==> src/pipePkg.sv <==
package pipePkg;

  // ====================
  // Address compare results
  // ====================

  // E operand vs M/W destination, and D operand vs E destination
  typedef struct packed {
    logic m1EM;
    logic m1EW;
    logic m2EM;
    logic m2EW;
    logic m1DE;
    logic m2DE;
  } matchT;

  // ====================
  // Per-stage write controls
  // ====================

  // Only the bits the hazard logic has to see
  typedef struct packed {
    logic regWrite;
    logic memToReg;
    logic writeMultLo;
  } stageCtrlT;

  // ====================
  // Hazard outputs
  // ====================

  // Operand source in Execute
  typedef enum logic [1:0] {
    fwdNone  = 2'b00,
    fwdFromW = 2'b01,
    fwdFromM = 2'b10
  } fwdSelT;

  typedef struct packed {
    logic   stallF;
    logic   stallD;
    logic   stallE;
    logic   stallM;
    logic   stallW;
    logic   flushE;
    fwdSelT fwdA;
    fwdSelT fwdB;
  } hazardT;

endpackage

==> src/isaPkg.sv <==
package isaPkg;

  // ====================
  // Instruction word and register numbers
  // ====================

  // Raw 32-bit ARM-style instruction
  typedef logic [31:0] instrT;

  // Plain 4-bit register index, R0..R15
  typedef logic [3:0] regIdxT;

  // Bank bit on top of the 4-bit index
  typedef logic [4:0] regNumT;

  // Program counter index, read as Rn by branches
  localparam regIdxT pcIndex = 4'd15;

  // ====================
  // Field positions
  // ====================

  // Register fields, each 4 bits wide
  localparam int rnLsb = 16;
  localparam int rdLsb = 12;
  localparam int rsLsb = 8;
  localparam int rmLsb = 0;

  // Major class in 27:26, data-processing opcode in 24:21
  localparam int opLsb = 26;
  localparam int cmdLsb = 21;

  // Load/store direction, set for a load
  localparam int loadBit = 20;

  // Multiply class markers
  localparam int longBit = 23;
  localparam int mulNibLsb = 4;
  localparam logic [3:0] mulNib = 4'b1001;

  // ====================
  // Decode results
  // ====================

  // Bank bits from the outer controller, rzRa1 in bit 0
  typedef struct packed {
    logic rzRsr;
    logic rzWa;
    logic rzRa2;
    logic rzRa1;
  } bankSelT;

  // regSrc[0] picks PC as Rn, regSrc[1] picks Rd as second read
  typedef struct packed {
    logic       multSelect;
    logic [1:0] regSrc;
    logic       regWrite;
    logic       memToReg;
    logic       writeMultLo;
  } decodeT;

endpackage
==> src/regPipeCore.sv <==
`timescale 1ns/1ps

// Register-number tracking and hazard detection, top level
module regPipeCore #(
  parameter int regNumWidth = 5
) (
  input  logic            clk,
  input  logic            arstN,
  input  isaPkg::instrT   instrD,
  input  isaPkg::bankSelT bankD,
  input  logic            memBusy,
  output pipePkg::hazardT hazard,
  output isaPkg::regNumT  wa3W
);

  isaPkg::decodeT     decodeD;
  isaPkg::instrT      instrE;
  pipePkg::stageCtrlT ctrlE;
  pipePkg::stageCtrlT ctrlM;
  pipePkg::stageCtrlT ctrlW;
  pipePkg::matchT     match;

  // ====================
  // Decode
  // ====================
  regFieldDecode decode_i (
    .instrD(instrD),
    .decodeD(decodeD)
  );

  // ====================
  // Pipelined state
  // ====================
  // Write controls per stage
  controlPipe ctrl_i (
    .clk(clk), .arstN(arstN),
    .decodeD(decodeD), .instrD(instrD), .hazard(hazard),
    .ctrlE(ctrlE), .ctrlM(ctrlM), .ctrlW(ctrlW), .instrE(instrE)
  );

  // Register numbers and compares
  addressPath #(.regNumWidth(regNumWidth)) addr_i (
    .clk(clk), .arstN(arstN),
    .instrD(instrD), .instrE(instrE), .decodeD(decodeD), .bankD(bankD),
    .ctrlE(ctrlE), .hazard(hazard),
    .match(match), .wa3W(wa3W)
  );

  // ====================
  // Hazard policy
  // ====================
  // Feeds stall and flush back into both pipes
  hazardUnit hazard_i (
    .match(match),
    .ctrlE(ctrlE),
    .ctrlM(ctrlM),
    .ctrlW(ctrlW),
    .memBusy(memBusy),
    .hazard(hazard)
  );

endmodule

==> src/hazardUnit.sv <==
`timescale 1ns/1ps

// Hazard policy
// Purely combinational, same-cycle outputs from pipeline state
module hazardUnit (
  input  pipePkg::matchT     match,
  input  pipePkg::stageCtrlT ctrlE,
  input  pipePkg::stageCtrlT ctrlM,
  input  pipePkg::stageCtrlT ctrlW,
  input  logic               memBusy,
  output pipePkg::hazardT    hazard
);

  logic ldrStall;

  // M has the newer value so it wins over W
  function automatic pipePkg::fwdSelT pickFwd(
    input logic hitM,
    input logic hitW,
    input logic wrM,
    input logic wrW
  );
    pipePkg::fwdSelT sel;
    if (hitM && wrM) begin
      sel = pipePkg::fwdFromM;
    end else if (hitW && wrW) begin
      sel = pipePkg::fwdFromW;
    end else begin
      sel = pipePkg::fwdNone;
    end
    return sel;
  endfunction

  // ====================
  // Forwarding
  // ====================
  always_comb begin
    hazard.fwdA = pickFwd(match.m1EM, match.m1EW, ctrlM.regWrite, ctrlW.regWrite);
    hazard.fwdB = pickFwd(match.m2EM, match.m2EW, ctrlM.regWrite, ctrlW.regWrite);
  end

  // ====================
  // Stalls and bubble
  // ====================

  // Load in E, reader in D, data not ready until W
  assign ldrStall = (match.m1DE || match.m2DE) && ctrlE.memToReg;

  always_comb begin
    // Front end holds for a load-use or a busy memory
    hazard.stallF = ldrStall || memBusy;
    hazard.stallD = ldrStall || memBusy;

    // Busy memory freezes the back end as well
    hazard.stallE = memBusy;
    hazard.stallM = memBusy;
    hazard.stallW = memBusy;

    // No bubble while E is frozen, it would be lost anyway
    hazard.flushE = ldrStall && !memBusy;
  end

endmodule

==> src/addressPath.sv <==
`timescale 1ns/1ps

// Register-number path, selection in D, pipelining and equality compares
module addressPath #(
  parameter int regNumWidth = 5
) (
  input  logic               clk,
  input  logic               arstN,
  input  isaPkg::instrT      instrD,
  input  isaPkg::instrT      instrE,
  input  isaPkg::decodeT     decodeD,
  input  isaPkg::bankSelT    bankD,
  input  pipePkg::stageCtrlT ctrlE,
  input  pipePkg::hazardT    hazard,
  output pipePkg::matchT     match,
  output isaPkg::regNumT     wa3W
);

  typedef logic [regNumWidth-1:0] addrT;

  isaPkg::regIdxT rnD;
  isaPkg::regIdxT rdD;
  isaPkg::regIdxT rsD;
  isaPkg::regIdxT rmD;
  isaPkg::regIdxT ra1IdxD;
  isaPkg::regIdxT ra2IdxD;
  isaPkg::regIdxT destIdxD;
  addrT           ra1D, ra2D, wa3D;
  addrT           ra1E, ra2E, wa3RawE, rdLoE, wa3E;
  addrT           wa3M, wa3WInt;

  // Bank bit dropped when regNumWidth is 4
  function automatic addrT mkAddr(input logic bank, input isaPkg::regIdxT idx);
    isaPkg::regNumT full;
    full = {bank, idx};
    return addrT'(full);
  endfunction

  // ====================
  // Decode
  // ====================
  assign rnD = instrD[isaPkg::rnLsb +: 4];
  assign rdD = instrD[isaPkg::rdLsb +: 4];
  assign rsD = instrD[isaPkg::rsLsb +: 4];
  assign rmD = instrD[isaPkg::rmLsb +: 4];

  // Multiply reads Rm, then RSR shift amount, then PC for branches
  assign ra1IdxD = decodeD.multSelect ? rmD :
                   bankD.rzRsr        ? rsD :
                   decodeD.regSrc[0]  ? isaPkg::pcIndex : rnD;
  assign ra2IdxD = decodeD.multSelect ? rsD :
                   decodeD.regSrc[1]  ? rdD : rmD;
  // Multiply destination sits in the Rn field
  assign destIdxD = decodeD.multSelect ? rnD : rdD;

  assign ra1D = mkAddr(bankD.rzRa1, ra1IdxD);
  assign ra2D = mkAddr(bankD.rzRa2, ra2IdxD);
  assign wa3D = mkAddr(bankD.rzWa, destIdxD);

  // ====================
  // Execute
  // ====================
  stageReg #(.payloadT(addrT)) ra1RegE_i (.clk(clk), .arstN(arstN), .en(~hazard.stallE),
    .clr(hazard.flushE), .d(ra1D), .q(ra1E));
  stageReg #(.payloadT(addrT)) ra2RegE_i (.clk(clk), .arstN(arstN), .en(~hazard.stallE),
    .clr(hazard.flushE), .d(ra2D), .q(ra2E));
  stageReg #(.payloadT(addrT)) wa3RegE_i (.clk(clk), .arstN(arstN), .en(~hazard.stallE),
    .clr(hazard.flushE), .d(wa3D), .q(wa3RawE));

  // Long multiply RdLo, always unbanked
  assign rdLoE = mkAddr(1'b0, instrE[isaPkg::rdLsb +: 4]);
  assign wa3E = ctrlE.writeMultLo ? rdLoE : wa3RawE;

  // ====================
  // Memory and Writeback
  // ====================
  stageReg #(.payloadT(addrT)) wa3RegM_i (.clk(clk), .arstN(arstN), .en(~hazard.stallM),
    .clr(1'b0), .d(wa3E), .q(wa3M));
  stageReg #(.payloadT(addrT)) wa3RegW_i (.clk(clk), .arstN(arstN), .en(~hazard.stallW),
    .clr(1'b0), .d(wa3M), .q(wa3WInt));

  assign wa3W = isaPkg::regNumT'(wa3WInt);

  // Compares only, policy lives in hazardUnit
  always_comb begin
    match.m1EM = (ra1E == wa3M);
    match.m1EW = (ra1E == wa3WInt);
    match.m2EM = (ra2E == wa3M);
    match.m2EW = (ra2E == wa3WInt);
    match.m1DE = (ra1D == wa3E);
    match.m2DE = (ra2D == wa3E);
  end

endmodule

==> src/controlPipe.sv <==
`timescale 1ns/1ps

// Write controls and instruction word, Decode to Writeback
module controlPipe (
  input  logic               clk,
  input  logic               arstN,
  input  isaPkg::decodeT     decodeD,
  input  isaPkg::instrT      instrD,
  input  pipePkg::hazardT    hazard,
  output pipePkg::stageCtrlT ctrlE,
  output pipePkg::stageCtrlT ctrlM,
  output pipePkg::stageCtrlT ctrlW,
  output isaPkg::instrT      instrE
);

  pipePkg::stageCtrlT ctrlD;

  // Keep only the write-related bits
  assign ctrlD.regWrite = decodeD.regWrite;
  assign ctrlD.memToReg = decodeD.memToReg;
  assign ctrlD.writeMultLo = decodeD.writeMultLo;

  // ====================
  // Execute
  // ====================
  // Bubble clears regWrite and memToReg so nothing forwards from it
  stageReg #(.payloadT(pipePkg::stageCtrlT)) ctrlRegE_i (
    .clk(clk), .arstN(arstN), .en(~hazard.stallE), .clr(hazard.flushE),
    .d(ctrlD), .q(ctrlE)
  );

  // Instruction needed in E for the RdLo field
  stageReg #(.payloadT(isaPkg::instrT)) instrRegE_i (
    .clk(clk), .arstN(arstN), .en(~hazard.stallE), .clr(hazard.flushE),
    .d(instrD), .q(instrE)
  );

  // ====================
  // Memory and Writeback
  // ====================
  stageReg #(.payloadT(pipePkg::stageCtrlT)) ctrlRegM_i (
    .clk(clk), .arstN(arstN), .en(~hazard.stallM), .clr(1'b0),
    .d(ctrlE), .q(ctrlM)
  );

  stageReg #(.payloadT(pipePkg::stageCtrlT)) ctrlRegW_i (
    .clk(clk), .arstN(arstN), .en(~hazard.stallW), .clr(1'b0),
    .d(ctrlM), .q(ctrlW)
  );

endmodule

==> src/regFieldDecode.sv <==
`timescale 1ns/1ps

// Decode-stage field decoder
// Produces register selects and write controls only, no ALU controls
module regFieldDecode (
  input  isaPkg::instrT  instrD,
  output isaPkg::decodeT decodeD
);

  logic [1:0] op;
  logic [3:0] cmd;
  logic       isLoad;
  logic       mulNibOk;
  logic       isShortMul;
  logic       isLongMul;

  // Raw fields
  assign op = instrD[isaPkg::opLsb +: 2];
  assign cmd = instrD[isaPkg::cmdLsb +: 4];
  assign isLoad = instrD[isaPkg::loadBit];

  // ====================
  // Multiply class
  // ====================
  assign mulNibOk = (instrD[isaPkg::mulNibLsb +: 4] == isaPkg::mulNib);

  // MUL / MLA
  assign isShortMul = mulNibOk && (instrD[27:22] == 6'd0);

  // UMULL, UMLAL, SMULL, SMLAL
  assign isLongMul = mulNibOk && (instrD[27:24] == 4'd0) && instrD[isaPkg::longBit];

  // ====================
  // Controls per class
  // ====================
  always_comb begin
    decodeD = '0;
    if (isShortMul || isLongMul) begin
      decodeD.multSelect = 1'b1;
      decodeD.regWrite = 1'b1;
      // Long form also writes RdLo from Execute
      decodeD.writeMultLo = isLongMul;
    end else begin
      case (op)
        2'b00: begin
          // TST, TEQ, CMP, CMN only touch flags
          decodeD.regWrite = (cmd[3:2] != 2'b10);
        end
        2'b01: begin
          decodeD.regWrite = isLoad;
          decodeD.memToReg = isLoad;
          // Store data comes from Rd
          decodeD.regSrc[1] = ~isLoad;
        end
        2'b10: begin
          // Branch target is PC relative
          decodeD.regSrc[0] = 1'b1;
        end
        default: begin
          decodeD.regWrite = 1'b0;
        end
      endcase
    end
  end

endmodule

==> src/stageReg.sv <==
`timescale 1ns/1ps

// Generic pipeline register
// Payload type set per instance (addresses, controls, instruction)
module stageReg #(
  parameter type payloadT = logic
) (
  input  logic    clk,
  input  logic    arstN,
  input  logic    en,
  input  logic    clr,
  input  payloadT d,
  output payloadT q
);

  always_ff @(posedge clk or negedge arstN) begin
    if (!arstN) begin
      q <= '0;
    end else if (en) begin
      // Bubble only when the stage actually advances
      if (clr) begin
        q <= '0;
      end else begin
        q <= d;
      end
    end
  end

endmodule

==> config.mk <==
export PLATFORM = sky130hd
export DESIGN_NAME = regPipeCore
export DESIGN_NICKNAME = d
export VERILOG_FILES = /design/src/pipePkg.sv /design/src/isaPkg.sv /design/src/regPipeCore.sv /design/src/hazardUnit.sv /design/src/addressPath.sv /design/src/controlPipe.sv /design/src/regFieldDecode.sv /design/src/stageReg.sv
export SDC_FILE = /design/constraint.sdc
export NUM_CORES = 1
export LEC_CHECK = 0
export ABC_AREA = 1
export BUFFER_PORTS_ARGS = -buffer_cell sky130_fd_sc_hd__buf_2
export CAP_MARGIN = 20
export CORE_MARGIN = 8
export CORE_UTILIZATION = 49
export DETAILED_ROUTE_END_ITERATION = 10
export HOLD_SLACK_MARGIN = 0.02
export PLACE_DENSITY = 0.77
export REMOVE_ABC_BUFFERS = 1
export SLEW_MARGIN = 20
export SYNTH_ARGS = -nofsm -noshare
export SYNTH_HDL_FRONTEND = slang
export SYNTH_SLANG_ARGS = --single-unit
==> constraint.sdc <==
create_clock -name clk -period 2 [get_ports clk]
set_input_delay 0.3 -clock clk [delete_from_list [all_inputs] [get_ports clk]]
set_output_delay 0.3 -clock clk [all_outputs]
set_load 0.1 [all_outputs]
==> reports/metrics.cfg, run 1 <==
[run_status]
outcome = finished with violations
violations = setup timing

[yosys]
ys_types = 30
yosys.area.top_type = dfrtp_1
syn_inst = 350
netlist_area_um2 = 2340
synth-seq-cells = 34
synth_area_leaders = dfrtp_1 36%, nand2_1 20%, nand3_1 11%, inv_1 5.1%, xor2_1 4.5%
netlist.area_leader.share = 0.364
postSynthAreaPerCell_um2 = 6.67
yosysSeqAreaShare = 0.364
synth_edf_count = 0
ys_async_sr_fraction = 1.00
synth_flop_cell = dfrtp_1
yosys_warnings = 0

[die]
num_rows = 25
die_area_um2 = 7230
io-pin-count = 54
start_util = 0.501
core-area_um2 = 4660
fp.dieH_um = 85.0
chipWidth_um = 85.0

[power_and_ir_drop]
power.density_nw_per_um2 = 654
peakVddDrop_v = 0.000316
leakage_nw = 1.71
total_power_mw = 2.03

[worst_setup_path]
arrival_ns = 2.01
cp.required_ns = 1.70
slowest_delay_ns = 0.42
worstSetupPathType = flip-flop to primary output
end_kind = primary output
start_kind = flip-flop
path_cells = inv_2 -> or2_0 -> o21ai_2 -> buf_4 -> nand3_1 -> nand2_1 -> nor2_1 -> nand3_1 -> nand2_2 -> nand2_4 -> nor2_4 -> buf_12
worst_path_max_delay_cell = dfrtp_1
critPathMostFrequentCell = nand3_1
critPathMaxFanout = 5

[sta]
setup_ws_ns = -0.308
finalCritPeriodShare = 1.15
fmax_ghz = 0.433
finalSetupTns_ns = -0.908
slew_headroom = 0.492
worstMarginPinSlew_ns = 0.762
fin_skew_ns = 0.00531
setup_viol = 5
period_needed_ns = 2.31
hold_viol = 0
rsz0062_at_grt = true
finalMaxSlewViolations = 0

[clocking]
ctsHoldBuffers = 0
cts_tree = done
clkLatencyLatePin_ns = 0.29
root_buffer = clkbuf_8
cts_sinks = 34
ctsHtreeMaxLevel = 2
cts-buffers-inserted = 5
cts_buffer_depth = 2
path_clk_slew_ns = 0.07

[detailed_routing]
first_iter_violations = 136
wl_mm = 6.78
num_vias = 2486
wl_per_cell_um = 14.3
drc = 0
final_antenna_net_count = 0
drtPass1Iterations = 4
via_per_inst = 5.23

[placement]
globalplace.congestion = 0.884
dpl.hpwl_mm = 4.76
port_buffers = 48

[global_routing]
grt_first_pass_wirelength_mm = 11.2
grt.total_usage = 0.191
antenna_found_initial = 0
grt_pass1_vias = 2450
gr-total-overflow = 0
grt_max_degree = 35

[cells_and_area]
area_growth_pct = 32.5
fin_nets = 459
antenna_cells = 0
drive_gt1_frac = 0.283

[run]
drv_cap = 0

[hold_path]
hold_class = primary input to asynchronous set/reset pin

-- cell type report --
type | count | area (um^2)
Fill cell | 394 | 1570
Multi-Input combinational cell | 258 | 1310
Sequential cell | 34 | 851
Timing Repair Buffer | 82 | 629
Inverter | 39 | 146
Clock buffer | 7 | 86.3
Tap cell | 54 | 67.6
Clock inverter | 1 | 5.00
-- cell usage in the layout, fill, tap and decap left out, drive strengths merged, types with 3 or more instances in the layout --
master and instances:
clkbuf 7, buf 82, nand4 4, inv 38
or2 6, nor4 3, nor3 3, o21ai 25
a21oi 4, xor2 12, nor2 16, nand2 125
nand3 53, o22ai 3, dfrtp 34
-- Yosys cell counts (all sizes together) (3+ instances only) --
| cell | count |
|---|---|
| nor2 | 16 |
| nand3 | 53 |
| xor2 | 12 |
| or2 | 6 |
| nor3 | 3 |
| dfrtp | 34 |
| o22ai | 3 |
| inv | 38 |
| clkbuf | 7 |
| buf | 12 |
| o21ai | 25 |
| nand2 | 125 |
| a21oi | 4 |
| nand4 | 4 |
| nor4 | 3 |
-- worst max-delay path: cells and delay by family, from the launching register on --
family | cells | cell delay [ns]
flip-flops | 1 | 0.42
AND/OR/NAND/NOR | 8 | 0.79
AO/OA/AOI/OAI | 1 | 0.07
buffers and inverters | 3 | 0.43
-- through the flow --
step	worst slack, ns	cell area [um^2]	utilization	hold slack (ns)	cells
finish	-0.308	3100	0.664	0.0752	475
global route	-0.431	3100	0.664	0.144	475
CTS	-0.262	3030	0.651	0.0933	475
detailed placement	-0.216	2880	0.618	0.411	464
global placement	-0.155	2880	0.618	0.405	464
floorplan	-3.69	2210	-	0.00441	331
-- power by group --
part | switching (mW) | internal [mW] | leakage, nW | total, mW
Combinational | 0.446 | 0.218 | 1.24 | 0.663
Clock | 0.253 | 0.278 | 0.0482 | 0.531
Sequential | 0.0723 | 0.759 | 0.423 | 0.831
Total | 0.771 | 1.25 | 1.71 | 2.03
-- kinds of logic after synthesis --
kind of cell	after synthesis	share of synthesized area
xor gates and xnor gates	13	0.0487
DFF	34	0.364
AOI/OAI and AO/OA	35	0.0836
buffers and inverters	58	0.117
and+or+nand+nor	210	0.387
-- sequential cells by signal (all words and copies together) (netlist names) --
name                  flops
addr_i.ra1RegE_i.q        5
addr_i.ra2RegE_i.q        5
addr_i.wa3RegE_i.q        5
addr_i.wa3RegM_i.q        5
addr_i.wa3RegW_i.q        5
ctrl_i.instrRegE_i.q      4
ctrl_i.ctrlRegE_i.q       3
ctrl_i.ctrlRegM_i.q       1
ctrl_i.ctrlRegW_i.q       1
-- path summary, 6_finish.rpt --
path	start	to	slack (ns)	cells after the start
worst max-delay path	ctrl_i.ctrlRegE_i.q[0]$_DFFE_PN0N_	hazard[4]	-0.31	12
worst min-delay path	arstN	addr_i.wa3RegW_i.q[1]$_DFFE_PN0N_	0.08	1
worst max register to register	ctrl_i.ctrlRegE_i.q[0]$_DFFE_PN0N_	addr_i.wa3RegE_i.q[3]$_DFFE_PN0N_	0.04	13
worst min register to register	ctrl_i.ctrlRegE_i.q[2]$_DFFE_PN0N_	ctrl_i.ctrlRegM_i.q[2]$_DFFE_PN0N_	0.48	2
max in group asynchronous	arstN	addr_i.wa3RegE_i.q[4]$_DFFE_PN0N_	1.44	1
min in group clk	bankD[2]	addr_i.wa3RegE_i.q[4]$_DFFE_PN0N_	0.23	3
-- layer usage --
metal	track usage	up-vias	routed length [um]
li1	-	1256	-
met1	0.226	1116	2850
met2	0.317	100	3340
met3	0.0463	14	460
met4	0.0890	0	134
met5	0	-	0
-- what timing repair did --
action                                 in CTS  in global routing
setup endpoints to repair                   5                 29
gates resized for setup                    11                 14
pin swaps                                   5                  7
endpoints found under the hold margin       0                  0
setup buffers                               3                  0
Note: power is estimated with default switching activity, not from simulation.
==> run 2, diff against run 1 <==
Settings changed: BUFFER_PORTS_ARGS -buffer_cell sky130_fd_sc_hd__buf_2 to -buffer_cell sky130_fd_sc_hd__buf_4, GPL_ROUTABILITY_DRIVEN set to 0.
==> run 2 against run 1 <==
The run still ends with setup timing left. Sequential share of layout area shrank 1.0 points. Final cell count is 0.63% higher. Via count is 0.24% higher. Global-route usage shrank 0.19 points. Fmax is essentially flat. Register-to-register slack got worse by 0.04 ns. Non-clock buffer count grew 3. First-iteration DRC count down 22%. Wire length fell by 1.7%. Combinational power rose by 4.2%. Sequential power barely moved. Critical path depth unchanged.
==> reports/metrics.cfg, run 2 (synthesis results as in run 1) <==
[sta]
rsz0062_at_grt = true  ; unchanged
slew_headroom = 0.712  ; was 0.492
finalSetupTns_ns = -0.884  ; was -0.908 ns
finalCritPeriodShare = 1.15  ; about the same
period_needed_ns = 2.31  ; about the same
holdWs_ns = 0.239  ; was 0.0752 ns
finalMaxSlewViolations = 0  ; unchanged
setup_ws_ns = -0.307  ; was -0.308 ns
worstMarginPinSlew_ns = 0.431  ; was 0.762 ns
fmax_ghz = 0.433  ; about the same
fin_skew_ns = 0.00301  ; was 0.00531 ns
setup_viol = 6  ; was 5
hold_viol = 0  ; unchanged

[worst_setup_path]
worstSetupPathType = flip-flop to primary output  ; unchanged
path_cells = buf_6 -> buf_6 -> o21ai_2 -> inv_1 -> nand3_1 -> nand2_1 -> nor2_1 -> nand3_1 -> nand2_2 -> nand2_4 -> nor2_4 -> buf_12  ; was inv_2 -> or2_0 -> o21ai_2 -> buf_4 -> nand3_1 -> nand2_1 -> nor2_1 -> nand3_1 -> nand2_2 -> nand2_4 -> nor2_4 -> buf_12
critPathMaxFanout = 3  ; was 5
worst_path_max_delay_cell = dfrtp_2  ; was dfrtp_1
cp.required_ns = 1.70  ; about the same
arrival_ns = 2.01  ; about the same
end_kind = primary output  ; unchanged
regToRegSetupSlack_ns = 0  ; was 0.04 ns
start_kind = flip-flop  ; unchanged
slowest_delay_ns = 0.46  ; was 0.42 ns

[cells_and_area]
final_cell_mix = 120 x nand2_1, 73 x buf_4, 46 x nand3_1  ; was 121 x nand2_1, 51 x nand3_1, 41 x buf_2
drive_gt1_frac = 0.307  ; was 0.283
antenna_cells = 0  ; unchanged
fill_cells = 384  ; was 394
area_growth_pct = 38.1  ; was 32.5%
seq_area_um2 = 853  ; was 851 um^2
final_common_cell = nand2_1  ; unchanged
fin_nets = 462  ; was 459
multi_input_area_um2 = 1320  ; was 1310 um^2

[die]
io-pin-count = 54  ; unchanged
fp.dieH_um = 85.0  ; unchanged
start_util = 0.501  ; unchanged
chipWidth_um = 85.0  ; unchanged
core-area_um2 = 4660  ; unchanged
die_area_um2 = 7230  ; unchanged
num_rows = 25  ; unchanged

[clocking]
path_clk_slew_ns = 0.07  ; about the same
ctsHtreeMaxLevel = 2  ; unchanged
cts_sinks = 34  ; unchanged
cts_buffer_depth = 2  ; unchanged
cts_tree = done  ; unchanged
cts-buffers-inserted = 5  ; unchanged
clkLatencyLatePin_ns = 0.29  ; about the same
root_buffer = clkbuf_8  ; unchanged

[global_routing]
grt_max_degree = 35  ; unchanged
antenna_found_initial = 0  ; unchanged
grt.total_usage = 0.189  ; was 0.191
grt_first_pass_wirelength_mm = 11.2  ; about the same
grt_pass1_vias = 2447  ; was 2450
gr-total-overflow = 0  ; unchanged

[detailed_routing]
wl_per_cell_um = 13.9  ; was 14.3 um
via_per_inst = 5.21  ; was 5.23
drc = 0  ; unchanged
num_vias = 2492  ; was 2486
final_antenna_net_count = 0  ; unchanged
drtPass1Iterations = 5  ; was 4
wl_mm = 6.67  ; was 6.78 mm
first_iter_violations = 106  ; was 136

[power_and_ir_drop]
peakVddDrop_v = 0.000268  ; was 0.000316 V
total_power_mw = 2.06  ; was 2.03 mW
leakage_nw = 1.76  ; was 1.71 nW
power.density_nw_per_um2 = 638  ; was 654 nW/um^2

[placement]
port_buffers = 48  ; unchanged
dpl.hpwl_mm = 4.73  ; was 4.76 mm

[run_status]
violations = setup timing  ; unchanged
outcome = finished with violations  ; unchanged

[run]
drv_cap = 0  ; unchanged

[hold_path]
hold_class = primary input to flip-flop  ; was primary input to asynchronous set/reset pin

==> run 2: cell types whose count changed in the layout (fill, tap and decap cells not counted), sizes merged <==
cell / change
clkinvlp: +1
dlygate4sd3: +1
buf: +1
==> run 2: stage by stage <==
stage                     setup slack (ns)  cells  utilization  instance area [um^2]
final                               -0.307    478        0.692                  3230
after floorplan                      -3.69    331            -                  2210
after global placement              -0.158    464        0.624                  2910
after global routing                -0.392    478        0.692                  3230
after detailed placement            -0.201    464        0.624                  2910
after CTS                           -0.317    476        0.674                  3140
==> run 2: cell type report <==
cell class                      count  area share
Clock inverter                      2     0.00388
Multi-Input combinational cell    258       0.410
Inverter                           39      0.0462
Clock buffer                        6      0.0256
Timing Repair Buffer               85       0.228
Sequential cell                    34       0.265
Tap cell                           54      0.0209
==> run 2: metal layers <==
layer,GRT usage,routed length [um],vias up
li1,-,-,1255
met1,0.227,2740,1103
met2,0.301,3220,118
met3,0.0579,528,16
met4,0.0890,172,0
met5,0,0,-
==> run 2: worst max-delay path: cells and delay by family (launching register included) <==
kind                   cells  cell delay [ns]
flip-flops                 1             0.46
AO/OA/AOI/OAI              1             0.12
AND/OR/NAND/NOR            7             0.63
buffers and inverters      4             0.49
==> run 2: where the power goes <==
| group | total, mW | leakage (nW) | switching, mW | internal, mW |
|---|---|---|---|---|
| clock network | 0.535 | 0.0472 | 0.259 | 0.277 |
| registers | 0.830 | 0.420 | 0.0710 | 0.759 |
| logic | 0.691 | 1.30 | 0.439 | 0.252 |
==> run 2: path summary, 6_finish.rpt <==
path	start	end	cells past startpoint
worst max-delay path	ctrl_i.ctrlRegE_i.q[0]$_DFFE_PN0N_	hazard[4]	12
worst min register to register	ctrl_i.instrRegE_i.q[13]$_DFFE_PN0N_	ctrl_i.instrRegE_i.q[13]$_DFFE_PN0N_	2
worst max register to register	ctrl_i.ctrlRegE_i.q[0]$_DFFE_PN0N_	addr_i.wa3RegE_i.q[3]$_DFFE_PN0N_	13
max in group asynchronous	arstN	ctrl_i.ctrlRegE_i.q[0]$_DFFE_PN0N_	2
worst min-delay path	bankD[2]	addr_i.wa3RegE_i.q[4]$_DFFE_PN0N_	3
min in group asynchronous	arstN	addr_i.wa3RegW_i.q[0]$_DFFE_PN0N_	2
==> run 2: timing repair <==
action / CTS / global route
endpoints found under the hold margin: 34 / 0
gates resized for setup: 27 / 23
endpoints found under the setup margin: 4 / 29
pin swaps: 5 / 15
hold buffers: 1 / 0
setup buffers: 3 / 4
